## config.mk

```make
export PLATFORM = sky130hd
export DESIGN_NAME = ni_rd_top
export DESIGN_NICKNAME = d
export VERILOG_FILES = /design/src/verilog/ni_rd_pkg.sv /design/src/verilog/line_buffer.sv /design/src/verilog/window_sampler.sv /design/src/verilog/ring_bit_unit.sv /design/src/verilog/riu2_encoder.sv /design/src/verilog/ni_rd_top.sv
export SDC_FILE = /design/constraint.sdc
export NUM_CORES = 2
export LEC_CHECK = 0
export ABC_AREA = 1
export BUFFER_PORTS_ARGS = -buffer_cell sky130_fd_sc_hd__buf_4
export CAP_MARGIN = 25
export CORE_MARGIN = 2
export CORE_UTILIZATION = 60
export DETAILED_ROUTE_END_ITERATION = 8
export PLACE_DENSITY = 0.76
export SKIP_CTS_REPAIR_TIMING = 1
export SYNTH_ARGS = -nofsm -noshare
export SYNTH_HDL_FRONTEND = slang
export SYNTH_SLANG_ARGS = --single-unit
```

## constraint.sdc

```tcl
create_clock -name clk -period 9.2 [get_ports clk]
set_clock_uncertainty 0.2 [all_clocks]
set_input_delay 0.92 -clock clk [delete_from_list [all_inputs] [get_ports clk]]
set_output_delay 0.92 -clock clk [all_outputs]
set_load 0.03 [all_outputs]
```

## src/verilog/ni_rd_pkg.sv

```systemverilog
package ni_rd_pkg;

  ////////////////////
  // geometry

  // window side, radius 2 around the centre
  localparam int WIN     = 5;
  localparam int NUM_DIR = 8;

  ////////////////////
  // data types

  typedef logic [7:0]  pixel_t;
  // 25 x 255 fits in 13 bits
  typedef logic [12:0] patch_sum_t;
  typedef logic [3:0]  riu2_code_t;

  // gain on the outer average instead of dividing the patch sum
  localparam patch_sum_t PATCH_AREA      = 13'd25;
  localparam riu2_code_t RIU2_NONUNIFORM = 4'd9;

  // one window column, px[0] is the oldest row
  typedef struct packed {
    pixel_t [WIN-1:0] px;
  } win_col_t;

  // four samples each for the inner and outer ring of one direction
  typedef struct packed {
    pixel_t [3:0] inner;
    pixel_t [3:0] outer;
  } dir_quads_t;

endpackage

```

## src/verilog/line_buffer.sv

```systemverilog
module line_buffer #(
  parameter int IMG_W = 8,
  parameter int IMG_H = 8
) (
  input  logic                clk,
  input  logic                rst_n,
  input  ni_rd_pkg::pixel_t   pixel_i,
  input  logic                pixel_valid_i,
  output ni_rd_pkg::win_col_t col_o,
  output logic                col_valid_o,
  output logic                win_full_o
);
  import ni_rd_pkg::*;

  localparam int CW    = $clog2(IMG_W);
  localparam int RW    = $clog2(IMG_H);
  localparam int LINES = WIN - 1;

  pixel_t        line_q [LINES][IMG_W];
  logic [CW-1:0] col_cnt;
  logic [RW-1:0] row_cnt;
  logic          col_last;
  logic          row_last;
  logic          in_window;

  assign col_last  = (col_cnt == CW'(IMG_W - 1));
  assign row_last  = (row_cnt == RW'(IMG_H - 1));
  assign in_window = (row_cnt >= RW'(WIN - 1)) && (col_cnt >= CW'(WIN - 1));

  // each line delays by one image row, line r feeds line r+1
  always_ff @(posedge clk) begin
    if (pixel_valid_i) begin
      for (int r = 0; r < LINES; r++) begin
        for (int j = IMG_W - 1; j > 0; j--) begin
          line_q[r][j] <= line_q[r][j-1];
        end
      end
      line_q[0][0] <= pixel_i;
      for (int r = 1; r < LINES; r++) begin
        line_q[r][0] <= line_q[r-1][IMG_W-1];
      end
      col_o.px[WIN-1] <= pixel_i;
      for (int r = 0; r < LINES; r++) begin
        col_o.px[LINES-1-r] <= line_q[r][IMG_W-1];
      end
    end
  end

  ////////////////////
  // raster position, wraps at end of frame
  always_ff @(posedge clk) begin
    if (!rst_n) begin
      col_cnt     <= '0;
      row_cnt     <= '0;
      col_valid_o <= 1'b0;
      win_full_o  <= 1'b0;
    end else begin
      col_valid_o <= pixel_valid_i;
      win_full_o  <= pixel_valid_i && in_window;
      if (pixel_valid_i) begin
        if (col_last) begin
          col_cnt <= '0;
          row_cnt <= row_last ? '0 : row_cnt + 1'b1;
        end else begin
          col_cnt <= col_cnt + 1'b1;
        end
      end
    end
  end

endmodule

```

## src/verilog/window_sampler.sv

```systemverilog
module window_sampler (
  input  logic                  clk,
  input  logic                  rst_n,
  input  ni_rd_pkg::win_col_t   col_i,
  input  logic                  col_valid_i,
  input  logic                  win_full_i,
  output ni_rd_pkg::dir_quads_t quads_o [ni_rd_pkg::NUM_DIR],
  output ni_rd_pkg::patch_sum_t sum_o,
  output logic                  sample_valid_o
);
  import ni_rd_pkg::*;

  localparam int C = WIN / 2;
  // row and column step per direction, counter-clockwise from east
  localparam int DR [NUM_DIR] = '{0, -1, -1, -1, 0, 1, 1, 1};
  localparam int DC [NUM_DIR] = '{1, 1, 0, -1, -1, -1, 0, 1};

  // win_q[col].px[row], column 0 is the oldest
  win_col_t   win_q [WIN];
  win_col_t   win_d [WIN];
  patch_sum_t sum_d;

  always_comb begin
    for (int c = 0; c < WIN - 1; c++) begin
      win_d[c] = win_q[c+1];
    end
    win_d[WIN-1] = col_i;
  end

  // sum over the window as it will be after the shift
  always_comb begin
    sum_d = '0;
    for (int c = 0; c < WIN; c++) begin
      for (int r = 0; r < WIN; r++) begin
        sum_d = sum_d + patch_sum_t'(win_d[c].px[r]);
      end
    end
  end

  always_ff @(posedge clk) begin
    if (!rst_n) begin
      win_q          <= '{default: '0};
      sum_o          <= '0;
      sample_valid_o <= 1'b0;
    end else begin
      sample_valid_o <= col_valid_i & win_full_i;
      if (col_valid_i) begin
        win_q <= win_d;
        sum_o <= sum_d;
      end
    end
  end

  ////////////////////
  // fixed sampling positions
  for (genvar k = 0; k < NUM_DIR; k++) begin : g_dir
    localparam int R1 = C + DR[k];
    localparam int C1 = C + DC[k];
    localparam int R2 = C + 2 * DR[k];
    localparam int C2 = C + 2 * DC[k];

    if (DR[k] == 0 || DC[k] == 0) begin : g_axial
      assign quads_o[k].inner = {4{win_q[C1].px[R1]}};
      assign quads_o[k].outer = {4{win_q[C2].px[R2]}};
    end else begin : g_diag
      // centre, both axial neighbours and the corner
      assign quads_o[k].inner = {win_q[C].px[C],  win_q[C].px[R1],
                                 win_q[C1].px[C], win_q[C1].px[R1]};
      // 2x2 block at offsets 1 and 2
      assign quads_o[k].outer = {win_q[C1].px[R1], win_q[C1].px[R2],
                                 win_q[C2].px[R1], win_q[C2].px[R2]};
    end
  end

endmodule

```

## src/verilog/ring_bit_unit.sv

```systemverilog
module ring_bit_unit (
  input  logic                  clk,
  input  logic                  rst_n,
  input  ni_rd_pkg::dir_quads_t quads_i,
  input  ni_rd_pkg::patch_sum_t sum_i,
  input  logic                  sample_valid_i,
  output logic                  ni_bit_o,
  output logic                  rd_bit_o,
  output logic                  bit_valid_o
);
  import ni_rd_pkg::*;

  pixel_t     inner_avg;
  pixel_t     outer_avg;
  patch_sum_t outer_scaled;

  // floor of the mean of four pixels
  function automatic pixel_t quad_avg(input pixel_t [3:0] q);
    logic [9:0] s;
    s = 10'(q[0]) + 10'(q[1]) + 10'(q[2]) + 10'(q[3]);
    return s[9:2];
  endfunction

  assign inner_avg = quad_avg(quads_i.inner);
  assign outer_avg = quad_avg(quads_i.outer);

  // compare against the patch mean without a divider
  assign outer_scaled = patch_sum_t'(outer_avg) * PATCH_AREA;

  always_ff @(posedge clk) begin
    if (sample_valid_i) begin
      ni_bit_o <= (outer_scaled >= sum_i);
      rd_bit_o <= (outer_avg >= inner_avg);
    end
  end

  always_ff @(posedge clk) begin
    if (!rst_n) begin
      bit_valid_o <= 1'b0;
    end else begin
      bit_valid_o <= sample_valid_i;
    end
  end

endmodule

```

## src/verilog/riu2_encoder.sv

```systemverilog
module riu2_encoder (
  input  logic                            clk,
  input  logic                            rst_n,
  input  logic [ni_rd_pkg::NUM_DIR-1:0]   ni_bits_i,
  input  logic [ni_rd_pkg::NUM_DIR-1:0]   rd_bits_i,
  input  logic                            bit_valid_i,
  output ni_rd_pkg::riu2_code_t           ni_o,
  output ni_rd_pkg::riu2_code_t           rd_o,
  output logic                            valid_o
);
  import ni_rd_pkg::*;

  riu2_code_t ni_code;
  riu2_code_t rd_code;

  // uniform patterns map to their ones count, the rest to one bin
  function automatic riu2_code_t riu2_map(input logic [NUM_DIR-1:0] p);
    logic [3:0] trans;
    logic [3:0] ones;
    trans = '0;
    ones  = '0;
    for (int k = 0; k < NUM_DIR; k++) begin
      // circular neighbour, bit 7 wraps to bit 0
      trans = trans + 4'(p[k] ^ p[(k + 1) % NUM_DIR]);
      ones  = ones + 4'(p[k]);
    end
    return (trans <= 4'd2) ? ones : RIU2_NONUNIFORM;
  endfunction

  assign ni_code = riu2_map(ni_bits_i);
  assign rd_code = riu2_map(rd_bits_i);

  always_ff @(posedge clk) begin
    if (bit_valid_i) begin
      ni_o <= ni_code;
      rd_o <= rd_code;
    end
  end

  always_ff @(posedge clk) begin
    if (!rst_n) begin
      valid_o <= 1'b0;
    end else begin
      valid_o <= bit_valid_i;
    end
  end

endmodule

```

## src/verilog/ni_rd_top.sv

```systemverilog
module ni_rd_top #(
  parameter int IMG_W = 8,
  parameter int IMG_H = 8
) (
  input  logic                  clk,
  input  logic                  rst_n,
  input  ni_rd_pkg::pixel_t     pixel_i,
  input  logic                  pixel_valid_i,
  output ni_rd_pkg::riu2_code_t ni_o,
  output ni_rd_pkg::riu2_code_t rd_o,
  output logic                  valid_o
);
  import ni_rd_pkg::*;

  win_col_t             col;
  logic                 col_valid;
  logic                 win_full;
  dir_quads_t           quads [NUM_DIR];
  patch_sum_t           patch_sum;
  logic                 sample_valid;
  logic [NUM_DIR-1:0]   ni_bits;
  logic [NUM_DIR-1:0]   rd_bits;
  logic [NUM_DIR-1:0]   bit_valid;

  line_buffer #(
    .IMG_W (IMG_W),
    .IMG_H (IMG_H)
  ) u_line_buffer (
    .clk           (clk),
    .rst_n         (rst_n),
    .pixel_i       (pixel_i),
    .pixel_valid_i (pixel_valid_i),
    .col_o         (col),
    .col_valid_o   (col_valid),
    .win_full_o    (win_full)
  );

  window_sampler u_window_sampler (
    .clk            (clk),
    .rst_n          (rst_n),
    .col_i          (col),
    .col_valid_i    (col_valid),
    .win_full_i     (win_full),
    .quads_o        (quads),
    .sum_o          (patch_sum),
    .sample_valid_o (sample_valid)
  );

  ////////////////////
  // one compare unit per ring direction
  for (genvar k = 0; k < NUM_DIR; k++) begin : g_ring
    ring_bit_unit u_ring_bit_unit (
      .clk            (clk),
      .rst_n          (rst_n),
      .quads_i        (quads[k]),
      .sum_i          (patch_sum),
      .sample_valid_i (sample_valid),
      .ni_bit_o       (ni_bits[k]),
      .rd_bit_o       (rd_bits[k]),
      .bit_valid_o    (bit_valid[k])
    );
  end

  // all units run in lockstep, unit 0 stands for the rest
  riu2_encoder u_riu2_encoder (
    .clk         (clk),
    .rst_n       (rst_n),
    .ni_bits_i   (ni_bits),
    .rd_bits_i   (rd_bits),
    .bit_valid_i (bit_valid[0]),
    .ni_o        (ni_o),
    .rd_o        (rd_o),
    .valid_o     (valid_o)
  );

endmodule

```

== Word level (Yosys, flattened, before mapping) ==
Memory sizes are Yosys's and may differ from the RTL's.
Index checks and enable logic that the tools add are counted.

* Equality and inequality tests: 2
* Add/subtract/negate cells: 102
* Reduce and logical (&&, ||, !) cells: 3
* Multipliers: 8
* Order comparisons: 20
* Muxes and demuxes: 4
* Bitwise gates (word level): 17

{| class="wikitable"
|+ Operators by type and width
! operator !! count
|-
| $add A10 B8 Y10 || 32
|-
| $add A13 B8 Y13 || 23
|-
| $add A8 B8 Y9 || 17
|-
| $ge A13 B13 Y1 || 8
|-
| $mul A8 B5 Y13 const B || 8
|-
| $ge A8 B8 Y1 || 8
|-
| $add A4 B4 Y4 || 14
|-
| $add A4 B1 Y4 || 12
|-
| $xor A1 B1 Y1 || 16
|-
| $le A4 B2 Y1 const B || 2
|-
| $add A3 B1 Y3 const B || 2
|-
| $eq A3 B3 Y1 const B || 2
|-
| $ge A3 B3 Y1 const B || 2
|-
| $mux W3 || 2
|-
| $add A1 B1 Y2 || 2
|-
| $logic_and A1 B1 Y1 || 2
|-
| $mux W1 || 2
|-
| $reduce_and A2 Y1 || 1
|-
| $and A1 B1 Y1 || 1
|}

* Output and inout port bits: 9
* Memories kept: 1
* Input bits: 11
* Bits in writable memories: 256
* Register bits after elaboration: 288
* Word-level logic and storage cells: 213

{| class="wikitable"
|+ Memories
! memory !! words !! width !! rd ports !! clocked after Yosys merged registers in !! wr ports !! line !! text
|-
| u_line_buffer.line_q || 4 || 64 || 4 || 0 || 4 || line_buffer.sv:19 || <nowiki>pixel_t line_q [LINES][IMG_W];</nowiki>
|}

== Longest topological paths before layout ==
* Depth in word-level cells: 24
* Mapped depth: 37
* Depth with buffers taken out: 37

== Modules after synthesis ==
A second synthesis with hierarchy kept.

* Cell total of the unflattened synthesis: 5263
* Area, all modules: 47590.6 µm²

{| class="wikitable"
|+ By module, submodules not included
! module !! times used !! seq. area each (µm²) !! area each (µm²) !! cells an instance
|-
| ring_bit_unit || 8 || 80.1 || 2872.8 || 383
|-
| window_sampler || 1 || 4284.1 || 14969.4 || 1745
|-
| line_buffer || 1 || 8087.8 || 8531.9 || 342
|-
| riu2_encoder || 1 || 260.2 || 1107.3 || 112
|}

== Worst setup path after synthesis ==
Ideal clock, no wire load.

* Path kind: reg2reg
* From: register u_window_sampler.win_q (netlist bit u_window_sampler.quads_o[280])
* To: register u_window_sampler.sum_o[10]
* Setup time: 0.115 ns
* Buffers on the path: 0
* Required time: 8.885 ns
* Period minus slack after synthesis: 6.642 ns
* Stages on the path, launching flop included: 26
* Slack: 2.558 ns
* Arrival: 6.326 ns
* Cells stage by stage: dfxtp_1 ha_1 inv_1 fa_1 o21ai_0 a21o_1 a21oi_1 xor2_1 inv_1 fa_1 inv_1 fa_1 fa_1 fa_1 fa_1 fa_1 fa_1 inv_1 ha_1 nand2_1 inv_1 a21oi_1 o21ai_0 xor2_1 o21ai_0 inv_1

* Longest elaborated chain between the ends: 24

{| class="wikitable"
|+ RTL lines
! element !! line !! text
|-
| start, declared || window_sampler.sv:19 || <nowiki>win_col_t win_q [WIN];</nowiki>
|-
| start signal, assigned || window_sampler.sv:48 || <nowiki>win_q <= win_d;</nowiki>
|-
| $add A8 B8 Y9 || window_sampler.sv:35 || <nowiki>sum_d = sum_d + patch_sum_t'(win_d[c].px[r]);</nowiki>
|-
| $add A13 B8 Y13 (23 in series) || window_sampler.sv:35 ||
|-
| end signal, assigned || window_sampler.sv:49 || <nowiki>sum_o <= sum_d;</nowiki>
|-
| end, declared || window_sampler.sv:8 || <nowiki>output ni_rd_pkg::patch_sum_t sum_o,</nowiki>
|}

Every way passes these cells.
A chain may end at the register's enable or synchronous reset.

== Worst setup path after layout ==
Same ends and word-level chain as after synthesis.

==> run summary <==
RR Startpoint: u_window_sampler.quads_o[280]
CTS Buf Count: 55
Starting Density: 60.50%
Worst Path Required: 9.52 ns
Setup crit end: u_window_sampler.sum_o[10]
Final period util: 80.19%
Worst path most repeated cell: fa_1
Setup TNS: 0 ns
post-route insts no fill: 4670
FFs w/ async S/R, synth: 0%
register area: 13140 sq um
Vias/cell: 5.442
Synth area leaders: edfxtp_1, ha_1, fa_1
Die Y: 253.2 um
HP Class: register to register
routed wire length: 85380 um
Sink Count: 512
status: finished clean
CP max stage cell: fa_1
drt first pass iters: 6
Worst setup startpoint: u_window_sampler.quads_o[280]
Reg clk slew, reported paths: 0.07 ns
synthesized cell area: 37260 sq um
crit end category: register
initial antenna violation count: 2
first-pass GRT wire length: 135000 um
leading area contributor after synthesis: edfxtp_1
Worst Hold Launch: u_line_buffer.line_q[2][30]
total power divided by cell area: 320.0 nW/um^2
Die ar.: 64120 sq um
post-synth top area share: 23.21%
cells after synthesis: 3766
pin count of the biggest net entering global routing: 214
sequential area share after synthesis: 35.24%
Netlist cell types: 55
Final Hold Viols: 0
n_diodes: 0
grt total ovfl: 0
Min Clock Period, post-route: 7.378 ns
startpoint types: register
Skew-Pair Late Insertion Delay: 0.64 ns
Fill cells: 4759
FF-to-FF path depth: 25
vias in the first global route: 25100
Horiz. Die Dim: 253.2 um
Area growth syn-to-layout: 7.971%
unrepaired setup endpoints after global routing: false
worst slew pin tran: 1.106 ns
I/O pin total: 20
flop-to-flop setup slack: 1.82 ns
final slew viol count: 0
TritonCTS clock tree: yes
DR vias: 25420
CP Max Fanout: 5
RePlAce Congestion: 0.9488
share of cells above drive strength 1: 4.722%
H-tree depth: 2
CP arrival: 7.70 ns
Routed WL per cell: 18.28 um
IR drop worst, VDD: 0.0007693 V
most frequent cell after synthesis: inv_1
Mapped Avg Cell Area: 9.895 sq um
CTS root buffer: clkbuf_16
Layout Nets: 4641
FMAX: 135.5 MHz
leading cell types by count after synthesis: inv_1, ha_1, nand2_1
Cell Rows: 91
Mapped Nets: 4620
Clock Path Buffers: 3
GRT Overall Usage: 27.51%
dpl hpwl: 64430 um
Synth Register Bits: 512
Worst slew margin: 25.30%
Detail Route Antenna Nets: 0
CP max stage delay: 0.54 ns
I/O Buffers: 19
main flop type after synthesis: edfxtp_1
Remaining DRCs: 0
critical setup path kind: register to register
DR iter-0 viols: 1868
FF-to-FF End: u_window_sampler.sum_o[10]
placed insts: 4564
Final setup viols: 0
area occupied by multi-input gates: 20940 sq um
YS warnings: 0
max_cap viols: 0
core area: 61600 sq um
Lkg Pwr: 19.73 nW
number of synthesized flops with an enable pin: 288
## through the flow
stage / setup WS, ns / power [mW] / area (sq um) / hold slack [ns] / utilization [%]
after floorplan: 2.558 / 8.856 / 37260 / 0.2003 / -
after global placement: 2.053 / 10.29 / 38270 / 0.2003 / 62.13
after detailed placement: 1.902 / 10.50 / 38300 / 0.2045 / 62.17
after CTS: 1.877 / 12.86 / 40160 / 0.1774 / 65.20
after global routing: 1.529 / 14.24 / 40230 / 0.1863 / 65.32
final: 1.822 / 12.88 / 40230 / 0.1848 / 65.32
## state kept, by name, summed over array words and instances (netlist names)
name,cells
u_riu2_encoder.ni_o,4
g_ring.u_ring_bit_unit.bit_valid_o,1
u_window_sampler.sample_valid_o,1
u_line_buffer.col_o,37
u_window_sampler.sum_o,13
g_ring.u_ring_bit_unit.rd_bit_o,8
g_ring.u_ring_bit_unit.ni_bit_o,8
u_window_sampler.quads_o,200
u_line_buffer.win_full_o,1
u_line_buffer.line_q,227
u_line_buffer.col_cnt,3
u_riu2_encoder.valid_o,1
u_line_buffer.row_cnt,3
u_line_buffer.col_valid_o,1
u_riu2_encoder.rd_o,4
## cells by family (layout without fill, tap and decap cells)
group                    after synthesis  in the layout  share of synthesized area [%]
adder cells (fa/ha/maj)              843            843                          33.99
buffers and inverters                840            907                          8.555
AO/OA/AOI/OAI                        739            739                          10.67
AND/OR/NAND/NOR                      673            673                          7.766
flip-flops                           512            512                          35.24
XOR/XNOR                             159            159                          3.777
## worst max-delay path, delay by kind of cell (launching register included)
kind                       cells  cell delay [ns]
adders and majority gates     10             4.58
and+or+nand+nor                1             0.09
AOI/OAI and AO/OA              6             1.27
xor gates and xnor gates       2             0.35
buffers and inverters          6             0.35
DFF                            1             0.40
## worst min path at each step
stage               slack (ns)                           to  cells past startpoint
floorplan                 0.20       u_line_buffer.col_o[0]                      0
global placement          0.20      u_line_buffer.col_o[26]                      0
detailed placement        0.20      u_line_buffer.col_o[19]                      0
CTS                       0.18  u_line_buffer.line_q[2][22]                      0
global route              0.19  u_line_buffer.line_q[2][22]                      0
finish                    0.18  u_line_buffer.line_q[2][22]                      0
## power breakdown
group          internal, mW  switching, mW
Clock                  1.31          0.965
Combinational          3.32           4.54
Sequential             2.60          0.129
## per-layer routing
layer	up-vias	part of all wire (%)	GRT usage [%]
li1	12420	-	-
met1	12070	43	36.01
met2	716	47	45.07
met3	205	6.3	4.657
met4	6	4.6	12.24
met5	-	0.046	0
## layout make-up
class | count | area share (%)
clock buffers | 67 | 3.635
clock inverters | 36 | 1.011
inverters | 770 | 7.196
multi-input cells | 2414 | 52.05
flip-flops and latches | 512 | 32.65
well taps | 837 | 2.603
repair buffers | 34 | 0.8521
## placed cells by master, fill, tap and decap left out, types with 7 or more instances in the layout
cell / instances
a21o_1: 18
ha_1: 561
nor3_1: 13
o21ai_0: 268
nand2_1: 367
xor2_1: 84
a21oi_1: 361
nand2_2: 15
inv_2: 9
clkinv_1: 11
a31oi_1: 10
inv_1: 759
clkbuf_16: 56
dfxtp_1: 223
o21bai_1: 17
nand3_1: 85
o21ai_1: 21
edfxtp_1: 288
clkinv_2: 7
buf_4: 28
fa_1: 282
clkbuf_1: 9
xnor2_1: 73
nand3b_1: 8
nor2_1: 141
nand4_1: 17
Note: power is estimated with default switching activity, not from simulation.
